<file path="src/logic/cache_pkg.sv">
////////////////////
// shared types for the cache block
// widths, address map and bus request
////////////////////
package cache_pkg;

  typedef logic [31:0]  addr_t;
  typedef logic [63:0]  word_t;
  typedef logic [31:0]  inst_t;
  typedef logic [255:0] line_t;
  typedef logic [7:0]   strb_t;

  // log2 of the access size in bytes
  typedef enum logic [1:0] {SZ_B = 2'd0, SZ_H = 2'd1, SZ_W = 2'd2, SZ_D = 2'd3} size_e;

  typedef enum logic {BUS_READ = 1'b0, BUS_WRITE = 1'b1} bus_op_e;

  typedef struct packed {
    bus_op_e op;
    addr_t   addr;
    word_t   wdata;
    strb_t   wstrb;
    logic    line;
  } bus_req_t;

  localparam int    LINE_BYTES = 32;
  localparam addr_t PERI_LO    = 32'h1000_0000;
  localparam addr_t PERI_HI    = 32'h2FFF_FFFF;
  localparam addr_t MEM_BASE   = 32'h8000_0000;

  // bus masters, lowest index wins
  localparam int NUM_MASTERS = 3;
  localparam int M_DCACHE    = 0;
  localparam int M_UNCACHED  = 1;
  localparam int M_ICACHE    = 2;

  function automatic logic in_peri(addr_t a);
    return (a >= PERI_LO) && (a <= PERI_HI);
  endfunction

  function automatic logic in_mem(addr_t a);
    return a >= MEM_BASE;
  endfunction

  // byte enables for a sized access at a word offset
  function automatic strb_t size_strb(size_e sz, logic [2:0] off);
    strb_t mask;
    case (sz)
      SZ_B:    mask = 8'h01;
      SZ_H:    mask = 8'h03;
      SZ_W:    mask = 8'h0f;
      default: mask = 8'hff;
    endcase
    return mask << off;
  endfunction

endpackage
</file>
<file path="src/logic/dcache.sv">
////////////////////
// data cache, direct mapped, write through
// no allocate on write miss
////////////////////
`timescale 1ns/10ps

module dcache #(
  parameter int LINES = 16
) (
  input  logic                clk,
  input  logic                i_rst,
  input  logic                i_req,
  input  cache_pkg::addr_t    i_addr,
  input  logic                i_we,
  input  cache_pkg::size_e    i_size,
  input  cache_pkg::word_t    i_wdata,
  input  logic                i_bus_ready,
  input  cache_pkg::line_t    i_bus_rdata,
  output logic                o_ack,
  output cache_pkg::word_t    o_rdata,
  output logic                o_bus_valid,
  output cache_pkg::bus_req_t o_bus_req
);

  localparam int OFF_W = $clog2(cache_pkg::LINE_BYTES);
  localparam int IDX_W = $clog2(LINES);
  localparam int TAG_W = 32 - OFF_W - IDX_W;

  typedef logic [IDX_W-1:0] idx_t;
  typedef logic [TAG_W-1:0] tag_t;
  typedef enum logic [1:0] {IDLE, REFILL, WRITE, RESP} state_e;

  state_e           state_q;
  logic [LINES-1:0] valid_q;
  tag_t             tag_q [LINES];
  cache_pkg::line_t data_q [LINES];

  idx_t             idx;
  tag_t             tag;
  logic [1:0]       wsel;
  logic             hit;
  cache_pkg::strb_t strb;
  cache_pkg::word_t wlane;

  assign idx  = i_addr[OFF_W +: IDX_W];
  assign tag  = i_addr[31 -: TAG_W];
  assign wsel = i_addr[4:3];
  assign hit  = valid_q[idx] && (tag_q[idx] == tag);
  // store data moved into its byte lanes
  assign strb  = cache_pkg::size_strb(i_size, i_addr[2:0]);
  assign wlane = i_wdata << {i_addr[2:0], 3'b000};

  always_ff @(posedge clk) begin
    if (i_rst) begin
      state_q <= IDLE;
      valid_q <= '0;
    end else begin
      case (state_q)
        IDLE: begin
          if (i_req) begin
            if (i_we) begin
              state_q <= WRITE;
            end else begin
              state_q <= hit ? RESP : REFILL;
            end
          end
        end
        REFILL: begin
          if (i_bus_ready) begin
            valid_q[idx] <= 1'b1;
            state_q      <= RESP;
          end
        end
        WRITE:   if (i_bus_ready) state_q <= RESP;
        RESP:    state_q <= IDLE;
        default: state_q <= IDLE;
      endcase
    end
  end

  always_ff @(posedge clk) begin
    if ((state_q == IDLE) && i_req) begin
      o_rdata <= data_q[idx][wsel*64 +: 64];
    end
    if ((state_q == REFILL) && i_bus_ready) begin
      tag_q[idx]  <= tag;
      data_q[idx] <= i_bus_rdata;
      o_rdata     <= i_bus_rdata[wsel*64 +: 64];
    end
    // merge into a resident line once memory has taken the write
    if ((state_q == WRITE) && i_bus_ready && hit) begin
      for (int b = 0; b < 8; b++) begin
        if (strb[b]) begin
          data_q[idx][wsel*64 + b*8 +: 8] <= wlane[b*8 +: 8];
        end
      end
    end
  end

  assign o_ack       = (state_q == RESP);
  assign o_bus_valid = (state_q == REFILL) || (state_q == WRITE);

  always_comb begin
    if (state_q == WRITE) begin
      o_bus_req.op    = cache_pkg::BUS_WRITE;
      o_bus_req.addr  = {i_addr[31:3], 3'b000};
      o_bus_req.wstrb = strb;
    end else begin
      o_bus_req.op    = cache_pkg::BUS_READ;
      o_bus_req.addr  = {i_addr[31:OFF_W], {OFF_W{1'b0}}};
      o_bus_req.wstrb = '0;
    end
    o_bus_req.wdata = wlane;
    o_bus_req.line  = (state_q == REFILL);
  end

endmodule

</file>
<file path="config.mk">
export PLATFORM = sky130hd
export DESIGN_NAME = dcache
export DESIGN_NICKNAME = d
export VERILOG_FILES = /design/src/logic/cache_pkg.sv /design/src/logic/dcache.sv
export SDC_FILE = /design/constraint.sdc
export NUM_CORES = 2
export LEC_CHECK = 0
export BUFFER_PORTS_ARGS = -buffer_cell sky130_fd_sc_hd__buf_2
export CAP_MARGIN = 20
export CORE_MARGIN = 4
export CORE_UTILIZATION = 41
export DETAILED_ROUTE_END_ITERATION = 8
export PLACE_DENSITY = 0.57
export SLEW_MARGIN = 20
export SYNTH_ARGS = -nofsm -noshare
export SYNTH_HDL_FRONTEND = slang
export SYNTH_MEMORY_MAX_BITS = 65536
export SYNTH_SLANG_ARGS = --single-unit
</file>
<file path="constraint.sdc">
create_clock -name clk -period 10.93 [get_ports clk]
set_input_delay 1.6395 -clock clk [delete_from_list [all_inputs] [get_ports clk]]
set_output_delay 1.6395 -clock clk [all_outputs]
set_load 0.05 [all_outputs]
</file>
==> results.ini <==
[logic_synthesis]
synth_xor_area_share_pct=0.0898
synthAdderAreaFrac_pct=0.0743
synth-compound-area-share_pct=1.93
synth-warning-count=0
seq_area_frac_synth_pct=73.6
syn_inst=8676
synth_top_family_by_area=multiplexers
async_reset_ff_share_pct=0
synth_area_um2=185000
synth_simple_gate_area_share_pct=1.84
synth.avg_cell_area_um2=21.3
synth_area_leader_cell=edfxtp_1
synth_enable_flop_cells=4528
synth.area.top_cells=edfxtp_1 73%, mux4_2 18%, mux2i_1 1.5%
synth_top_area_share_pct=73.4
synth.distinct_cells=67
ys.flop_type=edfxtp_1
muxShareOfSynthArea_pct=20.5
synth_seq_cells=4546

[layout]
fill_cells=36800
drive_above_1_share_pct=34.4
area_growth_pct=13.9
fin_nets=9649

[timing]
finalCritPeriodShare_pct=67.1
fmax_ghz=0.136
whs_ps=471
setup_violations=0
max_slew_margin_pct=18.2
hold_viol=0
grt_setup_unrepaired=no
min_period_ps=7340
fin_setup_tns_ps=0
slew_violations=0
skew_ps=109
worstMarginPinSlew_ps=1230

[pwr]
p_int_mw=29.3
sw_frac_of_total_pct=24.5
p_leak_nw=67.0
pwr_density_cell_nw_per_um2=184
irDropWorstVdd_v=0.000175
p_clk_share_pct=40.2
comb_power_share_pct=9.3
seqPwrFrac_pct=50.5
switchingPower_mw=9.48

[clocking]
cts_made_buffers=463
post_cts_buffers=0
cts_resized=0
cts_root_buf=clkbuf_16
cts.htree.levels=5
hold_buffers=0
clk_pin_slew_worst_paths_ps=50
clock-sinks=4546
insertion_delay_ps=1050
cts_tree=built
clockBufferDepth=4

[setup_path]
crit_path_max_incr_delay_ps=1040
required_ps=11570
cp_slowest_cell=a21oi_1
path_cells=buf_12 -> mux4_2 -> mux4_2 -> xor2_1 -> nor4_1 -> o2111a_4 -> buf_4 -> nand4_2 -> a21oi_1
r2r_slack_ps=4680
end_kind=flop
crit_fanout=125
cp-start-kind=input port
crit_type=input port to flop
critPathArrivalTime_ps=7970
crit_top_cell=mux4_2

[flow_run]
drv_cap=0

[route]
drc_errors=0
antenna_left=0
first_iter_violations=13100
vias=95600
post_drt_wl_per_cell_um=37.5
routed_wl_mm=591
firstDrtPassIters=5
vias_per_cell=6.06

[global_routing]
grt_pass1_wl_mm=805
grt.overflow.total=0
antenna_found_initial=170
grt_usage_pct=25.2
grt_pass1_vias=94300
grt_max_degree=152

[floorplan]
core_um2=449000
initial_core_util_pct=41.2
io_pins=531
fp.dieH_um=680
dieArea_um2=463000
die_w_um=680
row_count=246

[placement]
io_buffers=527
dp_hpwl_mm=403
place_congestion=0.897

[outcome]
status=finished clean

[hold_path]
hold_class=flop to flop

-- sequential cells by signal, summed over array words and instances, names as in the netlist --
| register | count |
|---|---|
| o_rdata | 64 |
| valid_q | 16 |
| data_q | 4096 |
| state_q | 2 |
| tag_q | 368 |
-- layout by cell type, fill, tap and decap left out, types with 16 or more instances in the layout --
master / n
buf_2: 520
nor2_1: 130
mux2i_1: 133
nand4_4: 29
inv_1: 232
buf_4: 219
a21oi_1: 485
clkbuf_1: 96
bufinv_16: 38
clkinv_1: 111
mux2_2: 81
clkinvlp_4: 20
edfxtp_1: 4528
o21ai_0: 26
diode_2: 160
nand2_1: 427
mux4_2: 1509
dfxtp_1: 18
clkbuf_16: 468
nor2_4: 18
clkinv_2: 81
mux2i_2: 145
a21oi_2: 52
buf_12: 16
-- synthesized netlist by cell type, types with 36 or more instances --
| cell | number |
|---|---|
| a21oi_1 | 502 |
| mux2i_1 | 278 |
| buf_2 | 48 |
| nor2_1 | 150 |
| mux4_2 | 1509 |
| edfxtp_1 | 4528 |
| inv_1 | 233 |
| buf_4 | 37 |
| clkbuf_1 | 391 |
| buf_1 | 123 |
| mux2_2 | 81 |
| a21oi_2 | 36 |
| nand2_1 | 441 |
-- metrics by stage --
step / worst slack [ps] / instances / area [um^2] / utilization, % / power, mW
after floorplan: 5180 / 8678 / 185000 / - / 21.9
after detailed placement: 2460 / 14800 / 195000 / 43.4 / 23.5
final: 3590 / 15800 / 211000 / 46.9 / 38.8
after global placement: 2580 / 14800 / 195000 / 43.4 / 23.5
after CTS: 3580 / 15600 / 210000 / 46.7 / 39.0
after global routing: 3400 / 15700 / 211000 / 46.9 / 39.8
-- metal layers --
metal,track usage (%),wire (um)
met1,31.7,211000
met2,40.2,286000
met3,5.36,52100
met4,15.7,41700
met5,0,233
-- critical path, delay by kind of cell --
kind            cells  cell delay (ps)
compound gates      2             1730
xor+xnor            1              180
buf+inv             2             1390
mux                 2             1110
simple gates        2             1690
-- final timing paths --
check | to | startpoint | cells after the start
setup reg to reg | data_q[10][129]$_DFFE_PP_ | tag_q[15][12]$_DFFE_PP_ | 8
hold / removal | valid_q[0]$_SDFFE_PP0P_ | valid_q[0]$_SDFFE_PP0P_ | 2
hold reg to reg | valid_q[0]$_SDFFE_PP0P_ | valid_q[0]$_SDFFE_PP0P_ | 2
setup / recovery | data_q[10][129]$_DFFE_PP_ | i_addr[6] | 9
-- power groups by stage --
stage               clock network (mW)  logic (mW)  registers (mW)
floorplan                            0        1.78            20.1
global placement                     0        3.54            19.9
detailed placement                   0        3.60            19.9
CTS                               15.8        3.60            19.6
global route                      16.6        3.71            19.6
finish                            15.6        3.61            19.6
-- cell families after synthesis --
logic type,after synthesis
AO/OA/AOI/OAI,644
buffers and inverters,863
AND/OR/NAND/NOR,709
flip-flops,4546
other,1
adder cells (fa/ha/maj),11
multiplexers,1883
XOR/XNOR,19
-- layout make-up --
cell class	count	area, um^2	share of cell area [%]
antenna	160	400	0.190
clock buffer	567	12100	5.74
clock inverter	287	2740	1.30
inverter	234	881	0.418
multi-input combinational	3269	46300	21.9
sequential	4546	136000	64.6
tap	5952	7450	3.53
timing repair buffer	765	4730	2.24
(Power assumes the default switching activity.)
