--- config.mk ---
export PLATFORM = sky130hd
export DESIGN_NAME = icache
export DESIGN_NICKNAME = d
export VERILOG_FILES = /design/src/logic/cache_pkg.sv /design/src/logic/icache.sv
export SDC_FILE = /design/constraint.sdc
export NUM_CORES = 2
export LEC_CHECK = 0
export BUFFER_PORTS_ARGS = -buffer_cell sky130_fd_sc_hd__buf_2
export CAP_MARGIN = 0
export CORE_AREA = 5 5 650 909
export CTS_BUF_LIST = sky130_fd_sc_hd__clkbuf_16
export CTS_CLUSTER_DIAMETER = 200
export CTS_CLUSTER_SIZE = 24
export DETAILED_ROUTE_END_ITERATION = 7
export DIE_AREA = 0 0 655 914
export GPL_TIMING_DRIVEN = 0
export PLACE_DENSITY = 0.47
export SLEW_MARGIN = 20
export SYNTH_ARGS = -nofsm -noshare
export SYNTH_HDL_FRONTEND = slang
export SYNTH_MEMORY_MAX_BITS = 65536
export SYNTH_SLANG_ARGS = --single-unit
--- constraint.sdc ---
create_clock -name clk -period 31.4 [get_ports clk]
set_clock_uncertainty 0.2 [all_clocks]
set_input_delay 6.28 -clock clk [delete_from_list [all_inputs] [get_ports clk]]
set_output_delay 6.28 -clock clk [all_outputs]
set_load 0.02 [all_outputs]
--- src/logic/cache_pkg.sv ---
////////////////////
// shared types for the cache block
// widths, address map and bus request
////////////////////
package cache_pkg;

  typedef logic [31:0]  addr_t;
  typedef logic [63:0]  word_t;
  typedef logic [31:0]  inst_t;
  typedef logic [255:0] line_t;
  typedef logic [7:0]   strb_t;

  // log2 of the access size in bytes
  typedef enum logic [1:0] {SZ_B = 2'd0, SZ_H = 2'd1, SZ_W = 2'd2, SZ_D = 2'd3} size_e;

  typedef enum logic {BUS_READ = 1'b0, BUS_WRITE = 1'b1} bus_op_e;

  typedef struct packed {
    bus_op_e op;
    addr_t   addr;
    word_t   wdata;
    strb_t   wstrb;
    logic    line;
  } bus_req_t;

  localparam int    LINE_BYTES = 32;
  localparam addr_t PERI_LO    = 32'h1000_0000;
  localparam addr_t PERI_HI    = 32'h2FFF_FFFF;
  localparam addr_t MEM_BASE   = 32'h8000_0000;

  // bus masters, lowest index wins
  localparam int NUM_MASTERS = 3;
  localparam int M_DCACHE    = 0;
  localparam int M_UNCACHED  = 1;
  localparam int M_ICACHE    = 2;

  function automatic logic in_peri(addr_t a);
    return (a >= PERI_LO) && (a <= PERI_HI);
  endfunction

  function automatic logic in_mem(addr_t a);
    return a >= MEM_BASE;
  endfunction

  // byte enables for a sized access at a word offset
  function automatic strb_t size_strb(size_e sz, logic [2:0] off);
    strb_t mask;
    case (sz)
      SZ_B:    mask = 8'h01;
      SZ_H:    mask = 8'h03;
      SZ_W:    mask = 8'h0f;
      default: mask = 8'hff;
    endcase
    return mask << off;
  endfunction

endpackage
--- src/logic/icache.sv ---
////////////////////
// instruction cache, direct mapped, read only
// whole-line refill, fence.i drops every line
////////////////////
`timescale 1ns/10ps

module icache #(
  parameter int LINES = 16
) (
  input  logic                clk,
  input  logic                i_rst,
  input  logic                i_req,
  input  cache_pkg::addr_t    i_addr,
  input  logic                i_fence_req,
  input  logic                i_bus_ready,
  input  cache_pkg::line_t    i_bus_rdata,
  output logic                o_ack,
  output cache_pkg::inst_t    o_data,
  output logic                o_fence_ack,
  output logic                o_bus_valid,
  output cache_pkg::bus_req_t o_bus_req
);

  localparam int OFF_W = $clog2(cache_pkg::LINE_BYTES);
  localparam int IDX_W = $clog2(LINES);
  localparam int TAG_W = 32 - OFF_W - IDX_W;

  typedef logic [IDX_W-1:0] idx_t;
  typedef logic [TAG_W-1:0] tag_t;
  typedef enum logic [1:0] {IDLE, REFILL, RESP} state_e;

  state_e           state_q;
  logic [LINES-1:0] valid_q;
  tag_t             tag_q [LINES];
  cache_pkg::line_t data_q [LINES];

  idx_t       idx;
  tag_t       tag;
  logic [2:0] isel;
  logic       hit;
  logic       fence_go;

  assign idx  = i_addr[OFF_W +: IDX_W];
  assign tag  = i_addr[31 -: TAG_W];
  assign isel = i_addr[4:2];
  assign hit  = valid_q[idx] && (tag_q[idx] == tag);
  // no fence while a fetch is in progress
  assign fence_go = (state_q == IDLE) && i_fence_req && !o_fence_ack;

  always_ff @(posedge clk) begin
    if (i_rst) begin
      state_q     <= IDLE;
      valid_q     <= '0;
      o_fence_ack <= 1'b0;
    end else begin
      o_fence_ack <= fence_go;
      case (state_q)
        IDLE: begin
          if (fence_go) begin
            valid_q <= '0;
          end else if (i_req) begin
            state_q <= hit ? RESP : REFILL;
          end
        end
        REFILL: begin
          if (i_bus_ready) begin
            valid_q[idx] <= 1'b1;
            state_q      <= RESP;
          end
        end
        RESP:    state_q <= IDLE;
        default: state_q <= IDLE;
      endcase
    end
  end

  always_ff @(posedge clk) begin
    if ((state_q == IDLE) && i_req) begin
      o_data <= data_q[idx][isel*32 +: 32];
    end
    if ((state_q == REFILL) && i_bus_ready) begin
      tag_q[idx]  <= tag;
      data_q[idx] <= i_bus_rdata;
      o_data      <= i_bus_rdata[isel*32 +: 32];
    end
  end

  assign o_ack       = (state_q == RESP);
  assign o_bus_valid = (state_q == REFILL);

  always_comb begin
    o_bus_req.op    = cache_pkg::BUS_READ;
    o_bus_req.addr  = {i_addr[31:OFF_W], {OFF_W{1'b0}}};
    o_bus_req.wdata = '0;
    o_bus_req.wstrb = '0;
    o_bus_req.line  = 1'b1;
  end

endmodule

==> results.txt <==
----------------------------------------------------
[Outcome]
  Outcome ... complete, no violations

[Finish]
  Commonest non-fill, non-tap cells in the layout ... sky130_fd_sc_hd__edfxtp_1, sky130_fd_sc_hd__mux4_2, sky130_fd_sc_hd__buf_2
  Layout cells sized above 1 ... 0.356
  Multi-input gate area in the final layout ... 36500 um2
  Register area ... about 140000 um2
  Net total in the final layout ... 8211
  Most common cell after layout, fill and taps aside ... sky130_fd_sc_hd__edfxtp_1
  Area growth from synthesis to final layout ... 15.4%
  Non-filler cells, final ... 15700
  Number of fillers in the final layout ... 53600

[Pwr]
  Clock network fraction of total power ... 0.292
  PwrDens ... around 53 nW/um2
  Worst voltage drop across the vdd grid ... between 40 and 50 uV
  Share of total power in sequential cells ... 0.631
  Lkg Pwr ... approximately 60 nW
  Combinational cell fraction of total power ... 0.077
  Switching part of the total ... 0.228
  Net switching power ... between 2 and 2.5 mW
  Design internal power ... a little over 8 mW

[Placed design]
  Last weighted congestion value of the routability-driven placer ... ~0.77
  Number of cells in the design after placement ... around 15000
  Count of buffers from port buffering ... ~350
  HPWL Detailed ... ~400000 um

[Clocking]
  Number of clock buffers inserted by TritonCTS ... 210
  Clock Sinks ... 4515
  Post-CTS Hold Buffers ... 0
  Clock transition at the registers of the reported paths ... 100 ps
  Worst skew pair latency ... 1000 ps
  CTS tree ... built
  Post-CTS setup-driven buffer insertion count ... 0
  Number of cells upsized or downsized after cts ... 0
  Max Root-Sink Buffers ... 4
  Count of H-tree levels built during CTS ... 4
  Root Buffer ... sky130_fd_sc_hd__clkbuf_16

[Critical path]
  Endpoint kind of the worst setup timing path ... output pin
  Crit path required time ... 24920 ps
  Library cell appearing most often on the critical path ... sky130_fd_sc_hd__buf_2
  Worst-path cell with the longest stage delay ... sky130_fd_sc_hd__buf_2
  Crit path launch type ... primary input
  Kind of critical path ... primary input to output pin
  Reg2Reg Setup Slack ... ~27000 ps
  Maximum single-stage delay on the critical path ... ~530 ps
  Arrival @ worst endpoint ... slightly above 7000 ps
  Total buffers and inverters traversed by the critical path ... 3
  Worst-path maximum fanout ... 18
  Cell family with the largest share of critical-path delay ... buffers and inverters
  Cell chain of the critical path ... buf_2, buf_4, buf_2

[STA]
  Post-route minimum period ... between 10000 and 15000 ps
  FMAX ... around 0.073 GHz
  Transition at the pin with the smallest max-transition slack ... around 1200 ps
  Worst-case headroom to the max-slew limit ... 0.221
  Final sum of negative setup slack ... 0 ps
  Hold violation count in the final report ... 0
  Final Max Tran Viols ... 0
  Number of setup violations in the final report ... 0
  Setup repair after global routing missed its margin ... no
  Final Cycle Share ... 0.435

[Drt]
  Drt first pass iters ... 7
  Residual DRC count ... 0
  Count of nets left with antenna violations after detail routing ... 0
  Vias ... just over 80000
  Wire length reported by the detailed router ... around 570000 um
  Wire per inst ... between 30 and 40 um
  Detailed router's first-iteration violation count ... around 9300
  Per-cell via count in the routed design ... approximately 5.2

[Synth]
  Register area share after synthesis ... 0.778
  Number of instances in the synthesized netlist ... 6883
  Distinct cell type count after synthesis ... 52
  Warnings, synthesis ... 0
  Fraction of post-synthesis cell area in the top cell type by area ... 0.776
  Proportion of register bits with asynchronous set or reset after synthesis ... 0
  Cell area after synthesis ... between 150000 and 200000 um2
  Main area contributors after synthesis ... sky130_fd_sc_hd__edfxtp_1, sky130_fd_sc_hd__mux4_2, sky130_fd_sc_hd__buf_4, sky130_fd_sc_hd__clkbuf_1, sky130_fd_sc_hd__buf_2
  Yosys reg bits ... roughly 4500
  Number of enable flip-flop cells after synthesis ... around 4500
  Cell taking the most area after synthesis ... sky130_fd_sc_hd__edfxtp_1
  Synth Flop Type ... sky130_fd_sc_hd__edfxtp_1
  Syn_area_per_cell ... ~25 um2

[Global route]
  Initial antenna violation count ... around 240
  Global-route wire length before repair ... roughly 760000 um
  Overall Global Routing Usage ... 0.186
  Largest net degree at the start of global routing ... 26
  Sum of overflow across all layers after global routing ... 0
  Via count of the first global-routing pass ... 83000

[Run]
  Number of maximum-capacitance constraint violations ... 0

[Floorplan]
  Floorplan core area ... slightly below 600000 um2
  Starting utilization of the core area ... 0.299
  Horiz. Die Dim ... between 600 and 700 um
  Site row count ... ~330
  Die ar. ... approximately 600000 um2
  Die span in y ... roughly 910 um
  I/O pin count ... ~430

[Worst hold path]
  Hold Path Class ... register to register

----------------------------------------------------
-- per-stage QoR --
stage / instance area, um2 / hold WS, ps / setup WS, ps / power (mW) / util
3_3_place_gp: 186000 / 244 / -13090 / 7.64 / 0.319
6_report: 201000 / 276 / 17730 / 10.6 / 0.345
5_1_grt: 201000 / 299 / 17730 / 10.9 / 0.344
2_1_floorplan: 174000 / 235 / 11060 / 7.21 / -
3_5_place_dp: 195000 / 248 / 17740 / 7.65 / 0.335
4_1_cts: 200000 / 273 / 17740 / 10.7 / 0.344
-- cell families (layout without fill, tap and decap cells) --
logic type / count (synthesis) / after routing / share of synthesized area
buffers and inverters: 484 / 1462 / 0.0142
XOR/XNOR: 20 / 20 / 0.00101
flip-flops: 4515 / 4515 / 0.778
other: 2 / 168 / 0.0000432
AND/OR/NAND/NOR: 166 / 166 / 0.00442
multiplexers: 1535 / 1535 / 0.195
AO/OA/AOI/OAI: 161 / 161 / 0.00655
-- synth_stat cells (5+ instances only) --
cell type and count:
sky130_fd_sc_hd__a22oi_1 75, sky130_fd_sc_hd__a31oi_1 9, sky130_fd_sc_hd__edfxtp_1 4496, sky130_fd_sc_hd__nand4_1 5, sky130_fd_sc_hd__a21oi_1 14, sky130_fd_sc_hd__nor2_1 44
sky130_fd_sc_hd__buf_2 123, sky130_fd_sc_hd__a221oi_1 6, sky130_fd_sc_hd__nand2_1 69, sky130_fd_sc_hd__buf_6 9, sky130_fd_sc_hd__o21ai_0 20, sky130_fd_sc_hd__and2_1 5
sky130_fd_sc_hd__mux2i_1 47, sky130_fd_sc_hd__buf_4 116, sky130_fd_sc_hd__dfxtp_1 19, sky130_fd_sc_hd__buf_1 58, sky130_fd_sc_hd__clkbuf_1 167, sky130_fd_sc_hd__mux4_2 1486
sky130_fd_sc_hd__nor2b_1 8, sky130_fd_sc_hd__inv_1 10, sky130_fd_sc_hd__nor3_1 7, sky130_fd_sc_hd__xnor2_1 16, sky130_fd_sc_hd__o21a_1 14
-- routing by layer --
layer | routed length [um] | GRT usage | vias up
met5 | 638 | 0 | -
met4 | 17700 | 0.0521 | 98
met3 | 37500 | 0.0321 | 755
met2 | 300000 | 0.333 | 2977
met1 | 214000 | 0.232 | 46500
li1 | - | - | 31900
-- sequential cells by signal (all words and copies together) (netlist names) --
register and count:
data_q 4096, o_fence_ack 1, state_q 2, o_data 32
tag_q 368, valid_q 16
-- power by group through the flow --
stage               Combinational [mW]  Sequential (mW)  Clock [mW]
floorplan                        0.384             6.83           0
global placement                 0.784             6.86           0
detailed placement               0.828             6.82           0
CTS                              0.830             6.68        3.18
global route                     0.851             6.68        3.37
finish                           0.813             6.68        3.09
-- path summary, 6_finish.rpt --
kind                    start       endpoint  cells after the start
setup / recovery   i_addr[13]  o_bus_req[86]                      3
setup reg to reg   state_q[1]      o_data[2]                      8
hold reg to reg   valid_q[14]    valid_q[14]                      1
hold / removal    valid_q[14]    valid_q[14]                      1
-- cell type report --
cell class	instances	area share
Sequential cell	4515	0.675
Multi-Input combinational cell	1961	0.182
Timing Repair Buffer	746	0.0541
Tap cell	7682	0.0479
Clock buffer	211	0.0263
Buffer	473	0.0127
Antenna cell	89	0.00111
Clock inverter	21	0.00110
Inverter	11	0.000206
Power figures use the tool's default switching activity.
