File: config.mk
export PLATFORM = sky130hd
export DESIGN_NAME = uncached_port
export DESIGN_NICKNAME = d
export VERILOG_FILES = /design/src/logic/cache_pkg.sv /design/src/logic/uncached_port.sv
export SDC_FILE = /design/constraint.sdc
export NUM_CORES = 1
export LEC_CHECK = 0
export BUFFER_PORTS_ARGS = -buffer_cell sky130_fd_sc_hd__buf_2
export CAP_MARGIN = 30
export CORE_AREA = 5 5 228 230
export CTS_BUF_LIST = sky130_fd_sc_hd__clkbuf_2
export DETAILED_ROUTE_END_ITERATION = 10
export DIE_AREA = 0 0 233 235
export GPL_ROUTABILITY_DRIVEN = 0
export PLACE_DENSITY = 0.42
export SLEW_MARGIN = 20
export SYNTH_ARGS = -nofsm -noshare
export SYNTH_HDL_FRONTEND = slang
export SYNTH_SLANG_ARGS = --single-unit
File: constraint.sdc
create_clock -name clk -period 9.2 [get_ports clk]
set_clock_uncertainty 0.2 [all_clocks]
set_input_delay 1.38 -clock clk [delete_from_list [all_inputs] [get_ports clk]]
set_output_delay 1.38 -clock clk [all_outputs]
set_load 0.01 [all_outputs]
File: src/logic/cache_pkg.sv
////////////////////
// shared types for the cache block
// widths, address map and bus request
////////////////////
package cache_pkg;

  typedef logic [31:0]  addr_t;
  typedef logic [63:0]  word_t;
  typedef logic [31:0]  inst_t;
  typedef logic [255:0] line_t;
  typedef logic [7:0]   strb_t;

  // log2 of the access size in bytes
  typedef enum logic [1:0] {SZ_B = 2'd0, SZ_H = 2'd1, SZ_W = 2'd2, SZ_D = 2'd3} size_e;

  typedef enum logic {BUS_READ = 1'b0, BUS_WRITE = 1'b1} bus_op_e;

  typedef struct packed {
    bus_op_e op;
    addr_t   addr;
    word_t   wdata;
    strb_t   wstrb;
    logic    line;
  } bus_req_t;

  localparam int    LINE_BYTES = 32;
  localparam addr_t PERI_LO    = 32'h1000_0000;
  localparam addr_t PERI_HI    = 32'h2FFF_FFFF;
  localparam addr_t MEM_BASE   = 32'h8000_0000;

  // bus masters, lowest index wins
  localparam int NUM_MASTERS = 3;
  localparam int M_DCACHE    = 0;
  localparam int M_UNCACHED  = 1;
  localparam int M_ICACHE    = 2;

  function automatic logic in_peri(addr_t a);
    return (a >= PERI_LO) && (a <= PERI_HI);
  endfunction

  function automatic logic in_mem(addr_t a);
    return a >= MEM_BASE;
  endfunction

  // byte enables for a sized access at a word offset
  function automatic strb_t size_strb(size_e sz, logic [2:0] off);
    strb_t mask;
    case (sz)
      SZ_B:    mask = 8'h01;
      SZ_H:    mask = 8'h03;
      SZ_W:    mask = 8'h0f;
      default: mask = 8'hff;
    endcase
    return mask << off;
  endfunction

endpackage
File: src/logic/uncached_port.sv
////////////////////
// uncached single-word access
// serves peripheral requests from both channels
////////////////////
`timescale 1ns/10ps

module uncached_port (
  input  logic                clk,
  input  logic                i_rst,
  input  logic                i_ireq,
  input  cache_pkg::addr_t    i_iaddr,
  input  logic                i_dreq,
  input  cache_pkg::addr_t    i_daddr,
  input  logic                i_dwe,
  input  cache_pkg::size_e    i_dsize,
  input  cache_pkg::word_t    i_dwdata,
  input  logic                i_bus_ready,
  input  cache_pkg::line_t    i_bus_rdata,
  output logic                o_iack,
  output cache_pkg::inst_t    o_idata,
  output logic                o_dack,
  output cache_pkg::word_t    o_drdata,
  output logic                o_bus_valid,
  output cache_pkg::bus_req_t o_bus_req
);

  typedef enum logic [1:0] {IDLE, BUSY, RESP} state_e;

  state_e           state_q;
  logic             owner_d_q;
  logic             we_q;
  cache_pkg::addr_t addr_q;
  cache_pkg::word_t wdata_q;
  cache_pkg::word_t rdata_q;
  cache_pkg::strb_t strb_q;

  always_ff @(posedge clk) begin
    if (i_rst) begin
      state_q <= IDLE;
    end else begin
      case (state_q)
        IDLE:    if (i_dreq || i_ireq) state_q <= BUSY;
        BUSY:    if (i_bus_ready) state_q <= RESP;
        default: state_q <= IDLE;
      endcase
    end
  end

  // data side wins when both ask at once
  always_ff @(posedge clk) begin
    if (state_q == IDLE) begin
      owner_d_q <= i_dreq;
      addr_q    <= i_dreq ? i_daddr : i_iaddr;
      we_q      <= i_dreq && i_dwe;
      wdata_q   <= i_dwdata << {i_daddr[2:0], 3'b000};
      strb_q    <= cache_pkg::size_strb(i_dsize, i_daddr[2:0]);
    end
    if ((state_q == BUSY) && i_bus_ready) begin
      rdata_q <= i_bus_rdata[63:0];
    end
  end

  assign o_iack      = (state_q == RESP) && !owner_d_q;
  assign o_dack      = (state_q == RESP) && owner_d_q;
  assign o_idata     = addr_q[2] ? rdata_q[63:32] : rdata_q[31:0];
  assign o_drdata    = rdata_q;
  assign o_bus_valid = (state_q == BUSY);

  always_comb begin
    o_bus_req.op    = we_q ? cache_pkg::BUS_WRITE : cache_pkg::BUS_READ;
    o_bus_req.addr  = {addr_q[31:3], 3'b000};
    o_bus_req.wdata = wdata_q;
    o_bus_req.wstrb = we_q ? strb_q : '0;
    o_bus_req.line  = 1'b0;
  end

endmodule

==> flow_summary.toml, run 1 <==
[sta]
max_slew_margin_pct = 35.50
rsz0062_at_grt = "no"
drv_slew = 0
tns_ns = 0
max_freq_mhz = 249.8
finalHoldViolCount = 0
min_period_over_period_pct = 43.51
setup_viol = 0
worst_pin_slew_ns = 0.9655
finalCriticalPeriod_ns = 4.003

[synth]
synthSimpleGateAreaFrac_pct = 5.084
synth_top_family_by_area = "multiplexers"
ys_ff_latch = 170
synth_xor_area_share_pct = 0
netlist_area_um2 = 8097
synth_seq_area_share_pct = 62.80
synth_fa_ha_area_share_pct = 0
yosysWarnings = 0
synth_edf_count = 168
yosys_most_used_dff = "edfxtp_1"
synth.mux.area_fraction_pct = 18.71
avgSynthCellArea_um2 = 15.05
async_flop_share_pct = 0
synth_compound_area_share_pct = 7.000
syn_inst = 538
ys_types = 45

[floorplan]
die_w_um = 233
initial_core_util_pct = 16.30
row_count = 82
core_area_um2 = 49660
die-area_um2 = 54760
die_h_um = 235
ios = 597

[critical_path]
cp.arrival_ns = 2.42
end_kind = "output pin"
crit_fanout = 32
crit_type = "reg -> out"
cp_data_required_time_ns = 7.62
worstSetupStartpointType = "register"

[power_and_ir_drop]
p_per_area_nw_per_um2 = 165.3
vdd_drop_max_uv = 98.32
p_leak_nw = 4.556

[global_routing]
overflow = 0
grt_pass1_vias = 6360
grt_pass1_wl_um = 48470
grtUsageTotal_pct = 12.46
antenna_found_initial = 18
grt_max_degree = 69

[clock_network]
clk_latency_ns = 0.99
post_cts_buffers = 0
cts_made_buffers = 17
cts_max_level = 4
clkSinkCount = 170
clk_pin_slew_ns = 0.31
cts_tree = "done"
cts-root-buf = "clkbuf_2"
clockBufferDepth = 2
cts_resized = 0
ctsHoldBuffers = 0

[routing]
drc = 0
routedWlPerCell_um = 22.36
drtIter0Drc = 319
wl_um = 35530
vias = 6171
viasPerCell = 3.884
drtPass1Iterations = 5
drtAntennaViolNets = 0

[final_layout]
syn2layout_area_growth_pct = 33.70
num-nets-final = 1291
final_core_util_pct = 21.80
layout_commonest_cell = "buf_2"
finalInstanceArea_um2 = 10830
layout_common_cells = "buf_2 (397), edfxtp_1 (168), mux2_2 (71)"
drive_gt1_share_pct = 58.00

[min_path]
hold_path_class = "in -> reg"

[placement]
portBuffers = 398
dpl.hpwl_um = 27610
placed_cell_area_um2 = 10520

[outcome]
status = "completed"

[run]
drv_cap = 0
==> metrics by stage <==
stage	total power [mW]	setup WS (ns)	hold slack [ns]	std cells
CTS	1.842	4.930	0.07484	1582
global placement	1.363	5.403	0.3380	1550
finish	1.790	5.197	0.2984	1589
global route	1.889	4.989	0.1331	1588
detailed placement	1.364	5.382	0.3666	1550
floorplan	1.179	3.754	0.2519	541
==> critical path, cell delays in order (launching register included) <==
cell and delay (ns):
edfxtp_1 0.39, buf_4 0.44, mux2_2 0.45, buf_2 0.15
==> synthesized netlist by cell type (all sizes together), types with 10 or more instances <==
cell | instances | area share (%)
edfxtp | 168 | 62
mux2 | 78 | 11
buf | 63 | 5.9
mux2i | 55 | 6.8
nor2 | 30 | 1.4
o21ai | 17 | 1.1
and2 | 11 | 0.85
nand2 | 10 | 0.46
==> report_power, final <==
group | switching [mW] | leakage (nW) | internal (mW)
registers | 0.0237 | 1.68 | 0.937
logic | 0.225 | 2.73 | 0.149
clock network | 0.338 | 0.153 | 0.117
total | 0.586 | 4.56 | 1.20
==> sequential cells by signal, indices dropped and copies added (netlist names) <==
name / cells
state_q: 2
owner_d_q: 1
strb_q: 8
we_q: 1
addr_q: 30
o_drdata: 64
wdata_q: 64
==> area by class of cell <==
type / instances / area [um^2]
multi-input combinational: 299 / 2517
clock buffer: 17 / 85.08
sequential: 170 / 5085
tap: 672 / 840.8
fill: 5465 / 38830
timing repair buffer: 410 / 2105
clock inverter: 15 / 176.4
inverter: 1 / 3.754
antenna: 5 / 12.51
==> cells by family after synthesis <==
| kind of cell | Yosys count |
|---|---|
| AND/OR/NAND/NOR | 81 |
| buffers and inverters | 72 |
| multiplexers | 136 |
| AO/OA/AOI/OAI | 78 |
| other | 1 |
| flip-flops | 170 |
==> path summary, 6_finish.rpt <==
check | from | to | slack [ns] | cells past startpoint
max reg2reg | state_q[0] | wdata_q[52] | 6.58 | 3
min | i_rst | state_q[1] | 0.30 | 2
max | addr_q[2] | o_idata[13] | 5.20 | 3
min reg2reg | state_q[1] | state_q[0] | 0.42 | 1
==> metal layers <==
layer / share of wire [%] / global-route usage, % / wire length, um
met2: 46 / 20.42 / 16500
met3: 15 / 8.536 / 5492
met4: 2.0 / 4.046 / 707
met1: 36 / 12.74 / 12680
met5: 0.44 / 0 / 155
Power figures use the tool's default switching activity.
==> inputs of run 2 (changes only) <==
ABC_AREA = 1   (was not set)
CORE_AREA = 5 5 230 232   (was 5 5 228 230)
DIE_AREA = 0 0 235 237   (was 0 0 233 235)
clock period = 3.9 ns   (was 9.2 ns; I/O delays follow)
==> run 2 against run 1 <==
  * Synthesized cell count rose by 44%
  * Global-route usage is 0.33 points higher
  * Synthesized area grew 1.4%
  * Sequential cell count is the same
  * Worst setup slack worse by 4.8 ns
  * First-iteration DRC count increased by 21%
  * Via count up 36%
  * Total power grew to 2.6 times the previous value
  * Non-clock buffer count increased by 342
  * Largest power group unchanged
==> flow_summary.toml, run 2 <==
[critical_path]
crit_type = "in -> reg"
slowest_stage = "buf_4"
cp_common_cell = "dlygate4sd3_1"
worstSetupStartpointType = "input pin"
reg2reg_to = "state_q[0]"
cp.arrival_ns = 4.02
path_cells = "dlygate4sd3_1, buf_2, inv_2, buf_4, nand3_1, dlygate4sd3_1, nand3_1, dlygate4sd3_1, nand2_1, dlygate4sd3_1"
reg2reg_from = "state_q[1]"
crit_fanout = 69
crit_path_start = "i_daddr[1]"
cp_data_required_time_ns = 4.44
r2r_slack_ns = 1.70
end_kind = "register"
r2r_cells = 5
critPathMaxStageDelay_ns = 0.63

[outcome]
status = "completed"

[global_routing]
overflow = 0
grtUsageTotal_pct = 12.79
grt_pass1_wl_um = 54260
antenna_found_initial = 6
grt_max_degree = 70
grt_pass1_vias = 8578

[clock_network]
cts_resized = 0
clk_latency_ns = 0.96
cts_tree = "done"
clkSinkCount = 170
cts-root-buf = "clkbuf_2"
clockBufferDepth = 2
cts_max_level = 4
clk_pin_slew_ns = 0.30
cts_made_buffers = 17

[routing]
viasPerCell = 3.881
drtAntennaViolNets = 0
drtPass1Iterations = 4
wl_um = 36770
vias = 8422
drc = 0
routedWlPerCell_um = 16.94
drtIter0Drc = 387

[synth]
yosys_most_used_dff = "edfxtp_1"
synthTopCellsByArea = "edfxtp_1 (61%), nand2_1 (10%), nand3_1 (8.4%), mux2_2 (8.1%), buf_4 (4.0%)"
syn_inst = 773
async_flop_share_pct = 0
synthTopCellsByCount = "nand2_1 (227), edfxtp_1 (168), nand3_1 (138), mux2_2 (59), buf_4 (44)"
synth_most_common_cell = "nand2_1"
ys_types = 20
yosysWarnings = 0
yosys.area.top_type = "edfxtp_1"
synth_edf_count = 168
avgSynthCellArea_um2 = 10.62
netlist_area_um2 = 8210
yosysTopAreaCellShare_pct = 61.44
ys_ff_latch = 170
synth_seq_area_share_pct = 61.93

[placement]
dpl.hpwl_um = 26400
portBuffers = 398
dp.cells = 1788
placed_cell_area_um2 = 10690

[floorplan]
initial_core_util_pct = 16.17
die-area_um2 = 55700
ios = 597
row_count = 83
core_area_um2 = 50780
die_h_um = 237
die_w_um = 235

[final_layout]
num-nets-final = 1862
syn2layout_area_growth_pct = 75.68
nFillCells = 5309
layout_commonest_cell = "buf_2"
instances_no_fill = 2170
finalInstanceArea_um2 = 14420
drive_gt1_share_pct = 34.19
layout_common_cells = "buf_2 (398), dlygate4sd3_1 (343), nand2_1 (227)"

[sta]
finalHoldViolCount = 0
max_freq_mhz = 287.3
rsz0062_at_grt = "no"
tns_ns = 0
drv_slew = 0
finalCriticalPeriod_ns = 3.480
max_slew_margin_pct = 42.65
setup_viol = 0
min_period_over_period_pct = 89.24
worst_pin_slew_ns = 0.8602

[min_path]
whs_path_depth = 3
min-delay-start = "i_daddr[31]"
whs_endpoint = "addr_q[31]"
hold_path_class = "in -> reg"

[power_and_ir_drop]
vdd_drop_max_uv = 123.0
p_per_area_nw_per_um2 = 319.9
p_leak_nw = 6.395

[run]
drv_cap = 0
[run 2: cell count changes in the layout (fill, tap and decap cells not counted), sizes merged, moves of 6 or more]
cell / previous run / this run
nand3: 0 / 138
mux2i: 55 / 0
inv: 10 / 44
o22a: 8 / 0
o21ai: 17 / 8
nor2b: 8 / 0
nand2: 10 / 227
a22oi: 6 / 0
mux2: 78 / 61
and2: 11 / 0
and3: 8 / 0
o22ai: 8 / 0
dlygate4sd3: 0 / 343
nor2: 30 / 41
[run 2: worst max path at each step]
stage | slack [ns] | end
detailed placement | 1.33 | wdata_q[7]
finish | 0.42 | wdata_q[44]
global route | 0.37 | wdata_q[44]
floorplan | 0.06 | state_q[0]
CTS | 0.49 | o_idata[11]
global placement | 1.35 | wdata_q[7]
[run 2: cells by family (layout without fill, tap and decap cells)]
kind of cell           after synthesis  in the layout  share of synthesized area [%]
DFF                                170            170                          61.93
buffers and inverters              115            822                          7.696
and+or+nand+nor                    408            408                          20.86
other                                1             11                        0.04567
AOI/OAI and AO/OA                   18             18                          1.097
muxes                               61             61                          8.366
[run 2: what timing repair did]
action | CTS | global route
endpoints found under the hold margin | 169 | 0
hold buffers | 343 | 0
setup buffers | 0 | 0
[run 2: layer usage]
metal | GRT usage [%] | wire length, um | vias up
li1 | - | - | 4020
met1 | 15.00 | 15400 | 3991
met2 | 20.63 | 16770 | 367
met3 | 5.963 | 3659 | 42
met4 | 4.548 | 922 | 2
met5 | 0 | 13 | -
[run 2: through the flow]
| step | power (mW) | util [%] | worst slack, ns | hold slack, ns |
|---|---|---|---|---|
| floorplan | 2.801 | - | 0.06046 | 0.3035 |
| global placement | 3.232 | 21.05 | 1.347 | 0.3798 |
| detailed placement | 3.233 | 21.05 | 1.327 | 0.3931 |
| CTS | 4.723 | 28.37 | 0.4908 | 0.00008404 |
| global route | 4.873 | 28.38 | 0.3677 | 0.07292 |
| finish | 4.614 | 28.40 | 0.4198 | 0.2377 |
[run 2: layout make-up]
cell class / count / area (um^2) / share of cell area, %
antenna: 7 / 17.52 / 0.1214
clock buffer: 17 / 85.08 / 0.5899
clock inverter: 15 / 198.9 / 1.379
inverter: 38 / 142.6 / 0.9889
multi-input combinational: 491 / 2524 / 17.50
sequential: 170 / 5085 / 35.25
tap: 680 / 850.8 / 5.899
timing repair buffer: 752 / 5520 / 38.27
[run 2: power by group]
group | switching [mW] | leakage, nW | total (mW) | internal [mW]
clock network | 0.841 | 0.164 | 1.13 | 0.285
registers | 0.0615 | 1.69 | 2.28 | 2.22
logic | 0.614 | 4.54 | 1.21 | 0.593
total | 1.52 | 6.39 | 4.61 | 3.10
[run 2: critical path, delay by kind of cell]
kind	cells	cell delay, ns
buffers and inverters	7	3.10
AND/OR/NAND/NOR	3	0.30
==> inputs of run 3 (changes only) <==
ABC_AREA = not set   (was 1)
CORE_AREA = 5 5 228 230   (was 5 5 230 232)
DIE_AREA = 0 0 233 235   (was 0 0 235 237)
==> run 3 against run 2 <==
  * The run now fails in clock tree synthesis (4_1_cts)
  * Synthesized area down 1.4%
  * Synthesized cell count down 30%
==> flow_summary.toml, run 3 <==
[outcome]
status = "stopped before the end"
failed_stage = "clock tree synthesis (4_1_cts)"
stop_error = "[ERROR RSZ-0060] Max buffer count reached."

[synth]
yosys.area.top_type = "edfxtp_1"
netlist_area_um2 = 8097
yosysWarnings = 0
synthTopCellsByCount = "edfxtp_1 (168), mux2_2 (71), mux2i_1 (55), buf_4 (36), nor2_1 (29)"
ys_ff_latch = 170
synth_most_common_cell = "edfxtp_1"
async_flop_share_pct = 0
syn_inst = 538
synthTopCellsByArea = "edfxtp_1 (62%), mux2_2 (9.9%), mux2i_1 (6.8%), buf_4 (3.3%), nor2_1 (1.3%)"
synth_seq_area_share_pct = 62.80
yosysTopAreaCellShare_pct = 62.31
synth_edf_count = 168
ys_types = 45
avgSynthCellArea_um2 = 15.05
yosys_most_used_dff = "edfxtp_1"

[placement]
portBuffers = 398
dpl.hpwl_um = 27570

[clock_network]
clockBufferDepth = 2
cts_resized = 0
ctsHoldBuffers = 318
post_cts_buffers = 0
clkSinkCount = 170
cts-root-buf = "clkbuf_2"
cts_max_level = 4
cts_made_buffers = 17

[floorplan]
die_h_um = 235
die_w_um = 233
ios = 597
row_count = 82
initial_core_util_pct = 16.30
## run 3: logic make-up after synthesis
logic type / synth area share (%)
buffers and inverters: 6.351
AOI/OAI and AO/OA: 7.001
DFF: 62.80
and+or+nand+nor: 5.084
muxes: 18.71
other: 0.04632
## run 3: metrics by stage
step                      hold slack [ns]  worst slack [ns]  instances  area (um^2)  utilization (%)
after floorplan                    0.2716            0.1987        541         8110                -
after global placement             0.3437            0.9708       1555        10580            21.30
after detailed placement           0.3658            0.9829       1555        10580            21.30
==> inputs of run 4 (changes only) <==
CTS_BUF_LIST = not set   (was sky130_fd_sc_hd__clkbuf_2)
PLACE_DENSITY = not set   (was 0.42)
PLACE_DENSITY_LB_ADDON = 0.15   (was not set)
==> run 4 against run 3 <==
  * The run now ends clean
==> flow_summary.toml, run 4 (synthesized netlist as in run 1, its figures left out) <==
[clock_network]
cts_tree = "done"
cts_max_level = 4
clockBufferDepth = 2
clk_pin_slew_ns = 0.07
cts-root-buf = "clkbuf_16"
ctsHoldBuffers = 0
cts_resized = 0
cts_made_buffers = 17
clkSinkCount = 170
post_cts_buffers = 0
clk_latency_ns = 0.48

[global_routing]
grt_max_degree = 84
grtUsageTotal_pct = 11.95
grt_pass1_vias = 6329
antenna_found_initial = 19
overflow = 0
grt_pass1_wl_um = 46760

[sta]
max_slew_margin_pct = 36.36
rsz0062_at_grt = "no"
finalHoldViolCount = 0
worst_pin_slew_ns = 0.9545
tns_ns = 0
drv_slew = 0
min_period_over_period_pct = 68.87
setup_viol = 0
hold_ws_ns = 0.06529
finalCriticalPeriod_ns = 2.686
max_freq_mhz = 372.3

[routing]
drc = 0
viasPerCell = 3.834
drtAntennaViolNets = 0
vias = 6111
routedWlPerCell_um = 21.36
wl_um = 34040
drtPass1Iterations = 6
drtIter0Drc = 244

[critical_path]
crit_fanout = 32
r2r_cells = 3
path_cells = "buf_4, mux2_2, buf_2"
worstSetupStartpointType = "register"
r2r_slack_ns = 1.71
reg2reg_to = "o_drdata[23]"
end_kind = "output pin"
slowest_stage = "mux2_2"
cp.arrival_ns = 1.90
cp_data_required_time_ns = 3.12
crit_family = "buffers and inverters"
crit_type = "reg -> out"
critical_path_buf_inv_count = 2
critPathMaxStageDelay_ns = 0.48
reg2reg_from = "state_q[0]"

[final_layout]
layout_commonest_cell = "buf_2"
final_core_util_pct = 22.55
num-nets-final = 1295
syn2layout_area_growth_pct = 38.31
nFillCells = 5452
layout_common_cells = "buf_2 (397), edfxtp_1 (168), mux2_2 (71)"
drive_gt1_share_pct = 58.19

[min_path]
min-delay-start = "i_rst"
hold_path_class = "in -> reg"
whs_endpoint = "state_q[1]"
whs_path_depth = 2

[power_and_ir_drop]
p_per_area_nw_per_um2 = 437.5
power_mw = 4.900
vdd_drop_max_uv = 226.2
p_leak_nw = 4.714

[floorplan]
die_w_um = 233
die_h_um = 235
row_count = 82
die-area_um2 = 54760
ios = 597
core_area_um2 = 49660
initial_core_util_pct = 16.30

[placement]
dpl.hpwl_um = 26870
portBuffers = 398

[run]
drv_cap = 0

[outcome]
status = "completed"
run 4: through the flow:
stage                     setup WS, ns  instance area, um^2  cells
after floorplan                 0.1987                 8110    541
after global placement          0.9179                10590   1556
after detailed placement        0.8821                10590   1556
after CTS                        1.115                11180   1588
after global routing             1.126                11190   1590
final                            1.214                11200   1594
run 4: final cells by class:
cell class              count  area [um^2]  area share [%]
clock buffers              17        425.4           3.799
multi-input cells         299         2517           22.48
inverters                   1        3.754         0.03352
well taps                 672        840.8           7.508
flip-flops and latches    170         5085           45.41
diodes                      6        15.01          0.1341
repair buffers            414         2140           19.11
clock inverters            15        171.4           1.531
run 4: worst max-delay path by stage:
stage | start | endpoint | cells past startpoint
2_1_floorplan | state_q[0] | addr_q[10] | 1
5_1_grt | addr_q[2] | o_idata[5] | 3
3_3_place_gp | i_daddr[1] | wdata_q[62] | 5
3_5_place_dp | i_daddr[1] | wdata_q[46] | 5
4_1_cts | addr_q[2] | o_idata[5] | 3
6_report | addr_q[2] | o_idata[5] | 3
run 4: routing by layer:
metal	up-vias	GRT usage (%)	part of all wire, %
li1	2789	-	-
met1	2922	12.50	37
met2	322	18.70	44
met3	52	8.849	16
met4	26	4.028	2.2
met5	-	0	0.51
run 4: power breakdown:
group          internal (mW)  switching, mW
clock network          0.914          0.847
logic                  0.358          0.519
registers               2.21         0.0506
